`config.mk`:
```
export PLATFORM = sky130hd
export DESIGN_NAME = router_arbiter
export DESIGN_NICKNAME = d
export VERILOG_FILES = /design/src/hw/noc_arb_pkg.sv /design/src/hw/nexthop_register.sv /design/src/hw/packet_tracker.sv /design/src/hw/router_arbiter.sv /design/src/hw/rr_processor.sv
export SDC_FILE = /design/constraint.sdc
export NUM_CORES = 1
export LEC_CHECK = 0
export BUFFER_PORTS_ARGS = -buffer_cell sky130_fd_sc_hd__buf_4
export CORE_UTILIZATION = 56
export CTS_CLUSTER_DIAMETER = 150
export DETAILED_ROUTE_END_ITERATION = 8
export GPL_ROUTABILITY_DRIVEN = 0
export HOLD_SLACK_MARGIN = 0.03
export PLACE_DENSITY = 0.76
export SLEW_MARGIN = 20
export SYNTH_ARGS = -nofsm -noshare
export SYNTH_HDL_FRONTEND = slang
export SYNTH_SLANG_ARGS = --single-unit
```
`constraint.sdc`:
```
create_clock -name clk -period 3.65 [get_ports clk]
set_clock_uncertainty 0.15 [all_clocks]
set_input_delay 0.1825 -clock clk [delete_from_list [all_inputs] [get_ports clk]]
set_output_delay 0.1825 -clock clk [all_outputs]
set_load 0.01 [all_outputs]
```
`src/hw/noc_arb_pkg.sv`:
```
// Shared types and constants for the five-port mesh router arbitration unit.
// Port order is N, S, W, E, L, and every per-port vector uses that order.
// Coordinates hold y in the upper nibble and x in the lower nibble, so the
// mesh is limited to 16 by 16 routers.
// Packets have a fixed length of PKT_FLITS flits.
// BUF_DEPTH must fit in credit_cnt_t.

`default_nettype none

package noc_arb_pkg;

	localparam int NUM_PORTS = 5;

	typedef logic [2:0] port_idx_t; // Port index, 0 to NUM_PORTS-1.

	localparam port_idx_t PORT_N = 3'd0;
	localparam port_idx_t PORT_S = 3'd1;
	localparam port_idx_t PORT_W = 3'd2;
	localparam port_idx_t PORT_E = 3'd3;
	localparam port_idx_t PORT_L = 3'd4;

	typedef logic [NUM_PORTS-1:0] port_vec_t; // One bit per port.

	typedef logic [7:0] yx_coord_t; // Bits 7:4 are y and bits 3:0 are x.

	localparam int PKT_FLITS = 4;
	localparam int BUF_DEPTH = 4; // Downstream slots, also the reset credit.

	typedef logic [2:0] credit_cnt_t; // Holds 0 to BUF_DEPTH.
	typedef logic [1:0] flit_cnt_t;   // Flit index within one packet.

	// What one input buffer presents to the arbiter.
	typedef struct packed {
		logic      empty;
		yx_coord_t dest;
	} arb_in_t;

	// Control driven back to one input buffer and its demultiplexer.
	typedef struct packed {
		logic      read;
		port_idx_t demux_sel;
	} arb_in_ctl_t;

	// Control for one output, towards the crossbar and the downstream link.
	typedef struct packed {
		logic      valid;
		port_idx_t mux_sel;
	} arb_out_ctl_t;

	typedef enum logic {
		RR_IDLE,
		RR_BUSY
	} rr_state_t;

endpackage

`default_nettype wire

```
`src/hw/nexthop_register.sv`:
```
// Next-hop register for one input port, with YX dimension-order routing.
// The route is taken from the head flit while no packet is in progress and
// held until the tail flit is read.
// A packet addressed to this router goes to the local port; the local input
// must never carry such a packet.

`timescale 1ns/1ns
`default_nettype none

module nexthop_register (
	input  logic                  clk,
	input  logic                  rst_n_i,
	input  noc_arb_pkg::arb_in_t   in_i,
	input  noc_arb_pkg::yx_coord_t router_pos_i,
	input  logic                  pt_idle_i,
	input  logic                  tail_read_i,
	input  logic                  read_i,
	output logic                  hop_valid_o,
	output noc_arb_pkg::port_idx_t hop_port_o
);

	import noc_arb_pkg::*;

	port_idx_t route;
	logic      load;

	// Y is resolved first, then x.
	always_comb begin
		if (in_i.dest[7:4] < router_pos_i[7:4]) begin
			route = PORT_N;
		end else if (in_i.dest[7:4] > router_pos_i[7:4]) begin
			route = PORT_S;
		end else if (in_i.dest[3:0] < router_pos_i[3:0]) begin
			route = PORT_W;
		end else if (in_i.dest[3:0] > router_pos_i[3:0]) begin
			route = PORT_E;
		end else begin
			route = PORT_L;
		end
	end

	// The head of the buffer is a header only while the tracker is idle.
	assign load = !in_i.empty && pt_idle_i && !read_i;

	always_ff @(posedge clk) begin
		if (!rst_n_i) begin
			hop_valid_o <= 1'b0;
			hop_port_o  <= PORT_N;
		end else if (tail_read_i) begin
			hop_valid_o <= 1'b0; // Packet done, the select is left as it was.
		end else if (load) begin
			hop_valid_o <= 1'b1;
			hop_port_o  <= route;
		end
	end

endmodule

`default_nettype wire

```
`src/hw/packet_tracker.sv`:
```
// Counts the flits read from one input buffer.
// Only fixed-length packets of PKT_FLITS flits are supported; the count
// wraps after the tail, so a lost read strobe misaligns every later packet.
// pt_tail_o is a level: the next read in that state takes the tail flit.

`timescale 1ns/1ns
`default_nettype none

module packet_tracker (
	input  logic clk,
	input  logic rst_n_i,
	input  logic pt_inc_i,
	output logic pt_idle_o,
	output logic pt_tail_o
);

	import noc_arb_pkg::*;

	localparam flit_cnt_t LAST_FLIT = flit_cnt_t'(PKT_FLITS - 1);

	flit_cnt_t flit_cnt; // Flits of the current packet already read.

	always_ff @(posedge clk) begin
		if (!rst_n_i) begin
			flit_cnt <= '0;
		end else if (pt_inc_i) begin
			if (flit_cnt == LAST_FLIT) begin
				flit_cnt <= '0; // Tail read, back to the header.
			end else begin
				flit_cnt <= flit_cnt + 1'b1;
			end
		end
	end

	// No flit of a packet has been taken yet.
	assign pt_idle_o = (flit_cnt == '0);

	// Armed while waiting for the last flit.
	assign pt_tail_o = (flit_cnt == LAST_FLIT);

endmodule

`default_nettype wire

```
`src/hw/router_arbiter.sv`:
```
// Arbitration unit of one five-port mesh router.
// Inputs and outputs are indexed N, S, W, E, L.
// The flit buffers, crossbar and links are outside; this block only drives
// read strobes, demux selects, forward strobes and crossbar selects.
// Read and valid are combinational from the registered grant, the buffer
// empty level and the credit count, and they fire in the same cycle.

`timescale 1ns/1ns
`default_nettype none

module router_arbiter (
	input  logic                     clk,
	input  logic                     rst_n_i,
	input  noc_arb_pkg::yx_coord_t    router_pos_i,
	input  noc_arb_pkg::arb_in_t      in_i [noc_arb_pkg::NUM_PORTS],
	input  noc_arb_pkg::port_vec_t    credit_i,
	output noc_arb_pkg::arb_in_ctl_t  in_ctl_o [noc_arb_pkg::NUM_PORTS],
	output noc_arb_pkg::arb_out_ctl_t out_ctl_o [noc_arb_pkg::NUM_PORTS]
);

	import noc_arb_pkg::*;

	port_vec_t pt_idle;
	port_vec_t pt_tail;
	port_vec_t rd;       // Read strobe per input.
	port_vec_t tail_rd;  // Read that takes a tail flit.
	port_vec_t hop_valid;
	port_vec_t empty;

	port_idx_t    hop_port [NUM_PORTS];
	port_vec_t    req      [NUM_PORTS]; // Request column of each output.
	port_vec_t    grant    [NUM_PORTS]; // Grant vector of each output.
	arb_out_ctl_t out_ctl  [NUM_PORTS];

	// Output o sees input i when the latched hop of i points at o.
	always_comb begin
		for (int o = 0; o < NUM_PORTS; o++) begin
			for (int i = 0; i < NUM_PORTS; i++) begin
				req[o][i] = hop_valid[i] && (hop_port[i] == port_idx_t'(o)) && (i != o);
			end
		end
	end

	// An input is read whenever the output that owns it forwards a flit.
	always_comb begin
		rd = '0;
		for (int i = 0; i < NUM_PORTS; i++) begin
			for (int o = 0; o < NUM_PORTS; o++) begin
				rd[i] = rd[i] | (grant[o][i] & out_ctl[o].valid);
			end
		end
	end

	assign tail_rd = pt_tail & rd;

	for (genvar p = 0; p < NUM_PORTS; p++) begin : g_port
		assign empty[p] = in_i[p].empty;

		packet_tracker i_packet_tracker (
			.clk       (clk),
			.rst_n_i   (rst_n_i),
			.pt_inc_i  (rd[p]),
			.pt_idle_o (pt_idle[p]),
			.pt_tail_o (pt_tail[p])
		);

		nexthop_register i_nexthop_register (
			.clk          (clk),
			.rst_n_i      (rst_n_i),
			.in_i         (in_i[p]),
			.router_pos_i (router_pos_i),
			.pt_idle_i    (pt_idle[p]),
			.tail_read_i  (tail_rd[p]),
			.read_i       (rd[p]),
			.hop_valid_o  (hop_valid[p]),
			.hop_port_o   (hop_port[p])
		);

		rr_processor #(
			.PORT_ID (port_idx_t'(p))
		) i_rr_processor (
			.clk       (clk),
			.rst_n_i   (rst_n_i),
			.req_i     (req[p]),
			.tail_i    (tail_rd),
			.empty_i   (empty),
			.credit_i  (credit_i[p]),
			.grant_o   (grant[p]),
			.out_ctl_o (out_ctl[p])
		);

		assign in_ctl_o[p].read      = rd[p];
		assign in_ctl_o[p].demux_sel = hop_port[p]; // Steers the flit to its output.
		assign out_ctl_o[p]          = out_ctl[p];
	end

endmodule

`default_nettype wire

```
`src/hw/rr_processor.sv`:
```
// Round-robin arbiter for one output port.
// A grant is registered from RR_IDLE and held for the whole packet, so the
// first flit goes out one cycle after the request is seen.
// Each valid spends one downstream credit and each credit_i pulse returns
// one; credit_i must never push the count above BUF_DEPTH.
// The output never grants its own input port.

`timescale 1ns/1ns
`default_nettype none

module rr_processor #(
	parameter noc_arb_pkg::port_idx_t PORT_ID = noc_arb_pkg::PORT_N
) (
	input  logic                     clk,
	input  logic                     rst_n_i,
	input  noc_arb_pkg::port_vec_t    req_i,
	input  noc_arb_pkg::port_vec_t    tail_i,
	input  noc_arb_pkg::port_vec_t    empty_i,
	input  logic                     credit_i,
	output noc_arb_pkg::port_vec_t    grant_o,
	output noc_arb_pkg::arb_out_ctl_t out_ctl_o
);

	import noc_arb_pkg::*;

	rr_state_t   state;
	port_idx_t   rr_ptr;     // First input looked at in the next search.
	port_idx_t   gnt_idx;    // Input that currently owns this output.
	credit_cnt_t credit_cnt; // Free slots in the downstream buffer.

	port_idx_t pick_idx;
	logic      pick_found;
	logic      fwd;

	// Modulo NUM_PORTS step around the ring of ports.
	function automatic port_idx_t ring_add(port_idx_t base, int unsigned step);
		int unsigned sum;
		sum = int'(base) + step;
		if (sum >= NUM_PORTS) begin
			sum = sum - NUM_PORTS;
		end
		return port_idx_t'(sum);
	endfunction

	// First requester at or after the pointer, skipping this output's own port.
	always_comb begin
		port_idx_t cand;
		pick_found = 1'b0;
		pick_idx   = rr_ptr;
		for (int k = 0; k < NUM_PORTS; k++) begin
			cand = ring_add(rr_ptr, k);
			if (!pick_found && cand != PORT_ID && req_i[cand]) begin
				pick_found = 1'b1;
				pick_idx   = cand;
			end
		end
	end

	// Forward when the owner has a flit and there is room downstream.
	assign fwd = (state == RR_BUSY) && !empty_i[gnt_idx] && (credit_cnt != '0);

	always_comb begin
		grant_o = '0;
		if (state == RR_BUSY) begin
			grant_o[gnt_idx] = 1'b1;
		end
	end

	assign out_ctl_o.valid   = fwd;
	assign out_ctl_o.mux_sel = gnt_idx;

	always_ff @(posedge clk) begin
		if (!rst_n_i) begin
			state      <= RR_IDLE;
			rr_ptr     <= PORT_N;
			gnt_idx    <= PORT_N;
			credit_cnt <= credit_cnt_t'(BUF_DEPTH);
		end else begin
			if (fwd && !credit_i) begin
				credit_cnt <= credit_cnt - 1'b1;
			end else if (!fwd && credit_i) begin
				credit_cnt <= credit_cnt + 1'b1;
			end

			case (state)
				RR_IDLE: begin
					if (pick_found) begin
						gnt_idx <= pick_idx;
						state   <= RR_BUSY;
					end
				end
				RR_BUSY: begin
					if (fwd && tail_i[gnt_idx]) begin
						state  <= RR_IDLE; // Tail has left, release the output.
						rr_ptr <= ring_add(gnt_idx, 1);
					end
				end
				default: state <= RR_IDLE;
			endcase
		end
	end

endmodule

`default_nettype wire

```
==> impl_metrics.py <==
metrics = {
    "die": {
        "die-width_um": 137,
        "placement_rows": 49,
        "initial_utilization_pct": 57.2,
        "floorplan.core_area_um2": 18000,
        "die_area_um2": 18900,
        "boundaryPins": 100,
        "floorplan.die.height_um": 137,
    },
    "min_path": {
        "timing.hold.worst.class": "in2reg",
    },
    "cells_and_area": {
        "instances_no_fill": 1696,
        "layout_common_cells": "nor2_1, buf_4, ha_1",
        "finalNetCount": 1638,
        "diodes": 0,
        "regArea_um2": 1610,
        "multi_input_comb_area_um2": 7950,
        "synthToLayoutAreaGrowth_pct": 13.5,
        "fillCellCount": 1606,
        "final_core_occ_pct": 64.9,
        "drive_gt1_share_pct": 16.2,
    },
    "logic_synthesis": {
        "synth_adder_area_share_pct": 14.9,
        "synth_area_um2": 10300,
        "netlist_instances": 1369,
        "post_synth.cell_area_avg_um2": 7.50,
        "combinational_family_with_the_most_area_after_synthesis": "simple AND/OR/NAND/NOR gates",
        "synth-seq-cells": 80,
        "synth_top_area_share_pct": 15.6,
        "yosys-top-cells-area": "dfxtp_1, ha_1, nor2_1",
        "yosys.cell_types.count": 108,
        "ys_dominant_reg_cell": "dfxtp_1",
        "synth-compound-area-share_pct": 26.0,
        "post_synth_and_or_nand_nor_area_fraction_pct": 26.5,
        "yosys.area_share.xor_xnor_pct": 3.33,
        "synth.yosys.warnings": 0,
        "synth.area.mux_share_pct": 6.56,
        "synth-edff-count": 0,
        "synth_nets": 1545,
        "synth_area_leader_cell": "dfxtp_1",
        "asyncSetResetFlopFracSynth_pct": 0,
        "yosysSeqAreaShare_pct": 15.6,
    },
    "grt": {
        "grt_max_degree": 55,
        "gr-total-overflow": 0,
        "gr-usage-all-layers_pct": 31.3,
        "via_count_of_the_first_global_routing_pass": 9437,
        "grt_pass1_wl_um": 46700,
        "grt_antenna_before_repair": 0,
    },
    "run": {
        "max_cap_violations": 0,
    },
    "clock_network": {
        "ctsHtreeMaxLevel": 3,
        "post_cts.resized_instances": 0,
        "numCtsBuffers": 9,
        "hold_fix_buffers_cts": 0,
        "insertion_delay_ps": 360,
        "clk_pin_slew_worst_paths_ps": 70,
        "longest_clk_path_bufs": 2,
        "postCtsSetupRepairBufs": 0,
        "clk_sink_count": 80,
        "clock_tree_from_tritoncts": "built",
        "cts_root_buf": "clkbuf_16",
    },
    "setup_path": {
        "timing.critical_path.arrival_ps": 3540,
        "cp_max_fo": 9,
        "crit_path_end_kind": "flop",
        "timing.critical_path.from_type": "flop",
        "timing.setup.critical_path_class": "reg2reg",
        "worst-endpoint-required_ps": 3760,
    },
    "power": {
        "power-per-cell-area_nw_per_um2": 318,
        "irDropWorstVdd_v": 0.000240,
        "leakage_nw": 5.06,
    },
    "sta": {
        "max_freq_ghz": 0.292,
        "hold_viol_final": 0,
        "layout_worst_path_cycle_share_pct": 93.9,
        "finalSetupViolCount": 0,
        "worst_pin_slew_ps": 1030,
        "totalNegativeSetupSlack_ps": 0,
        "max_slew_margin_pct": 31.6,
        "maxSlewViolCount": 0,
        "fin_crit_ps": 3430,
    },
    "routing": {
        "drt-wirelength-per-cell_um": 17.4,
        "drtPass1Iterations": 6,
        "drc": 0,
        "ant_nets": 0,
        "vias_per_cell": 6.25,
        "detailroute.via_count": 10600,
        "route.final.wire_length_um": 29400,
        "drt-initial-drc-count": 839,
    },
    "outcome": {
        "outcome": "finished, final reports clean",
    },
    "placed_design": {
        "numPlacedInstances": 1680,
        "buffers_added_on_ports": 99,
        "hpwlAfterDp_um": 23000,
    },
}
-- worst paths after layout --
check	from	endpoint	slack, ps	cells after the start
max	g_port[3].i_rr_processor.rr_ptr[0]$_SDFFE_PN0P_	g_port[3].i_rr_processor.gnt_idx[0]$_SDFFE_PN0P_	220	12
min	rst_n_i	g_port[0].i_rr_processor.credit_cnt[2]$_SDFFE_PN1P_	50	2
max reg2reg	g_port[3].i_rr_processor.rr_ptr[0]$_SDFFE_PN0P_	g_port[3].i_rr_processor.gnt_idx[0]$_SDFFE_PN0P_	220	12
min reg2reg	g_port[2].i_packet_tracker.flit_cnt[1]$_SDFFE_PN0P_	g_port[2].i_packet_tracker.flit_cnt[1]$_SDFFE_PN0P_	330	2
-- state kept, by name (all words and copies together) (netlist names) --
| name | count |
|---|---|
| g_port.i_rr_processor.gnt_idx | 15 |
| g_port.i_rr_processor.credit_cnt | 15 |
| g_port.i_rr_processor.state | 5 |
| g_port.i_rr_processor.rr_ptr | 15 |
| g_port.i_nexthop_register.hop_port_o | 15 |
| g_port.i_nexthop_register.hop_valid_o | 5 |
| g_port.i_packet_tracker.flit_cnt | 10 |
-- layout make-up --
cell class | count | share of cell area (%)
repair buffers | 148 | 9.53
inverters | 113 | 3.64
well taps | 229 | 2.46
multi-input cells | 1110 | 68.2
clock buffers | 9 | 1.93
clock inverters | 7 | 0.483
flip-flops and latches | 80 | 13.8
-- cell usage after synthesis (12+ instances only) --
cell type and count:
buf_4 12, mux2i_1 41, nand2b_1 29, clkbuf_1 36, nand3_1 32, o21ai_0 83
o22ai_1 12, nor2b_1 26, dfxtp_1 80, a21oi_1 101, a31oi_1 18, nand4_1 15
nor2_1 148, xnor2_1 25, o31ai_1 18, inv_1 105, nand2_1 78, or3_1 20
or2_2 13, xor2_1 14, a21o_1 14, nor4_1 17, a211oi_1 22, nor3_1 42
ha_1 106
-- report_power, final --
part           internal, W  switching, W
Combinational     0.000741      0.000913
Sequential        0.000976      0.000190
Clock             0.000466      0.000420
-- through the flow --
stage	hold WS (ps)	power (W)	area, um^2	setup slack, ps
floorplan	299	0.00234	10300	166
global placement	314	0.00275	11400	302
detailed placement	319	0.00280	11400	192
CTS	39.7	0.00368	11600	177
global route	64.7	0.00394	11700	-4.15
finish	54.4	0.00371	11700	224
-- metal layers --
layer | track usage [%] | share of wire [%] | vias up
li1 | - | - | 5210
met1 | 40.9 | 45 | 4908
met2 | 51.9 | 46 | 436
met3 | 5.81 | 7.7 | 47
met4 | 9.22 | 2.0 | 0
met5 | 0 | 0 | -
-- kinds of logic (layout without fill, tap and decap cells) --
kind of cell,after synthesis,in the layout
and+or+nand+nor,503,503
muxes,58,58
adders and majority gates,116,116
xor gates and xnor gates,39,39
buffers and inverters,179,277
DFF,80,80
AOI/OAI and AO/OA,394,394
-- worst max-delay path, cell delays in order (launching register included) --
cell,delay [ps]
dfxtp_1,310
inv_1,120
ha_1,170
inv_1,50
fa_1,490
or3_1,420
a2111oi_0,490
nor3_1,150
nor2_1,160
and4bb_4,270
a21oi_2,190
o21ai_0,110
a311oi_1,250
Power figures use the tool's default switching activity.
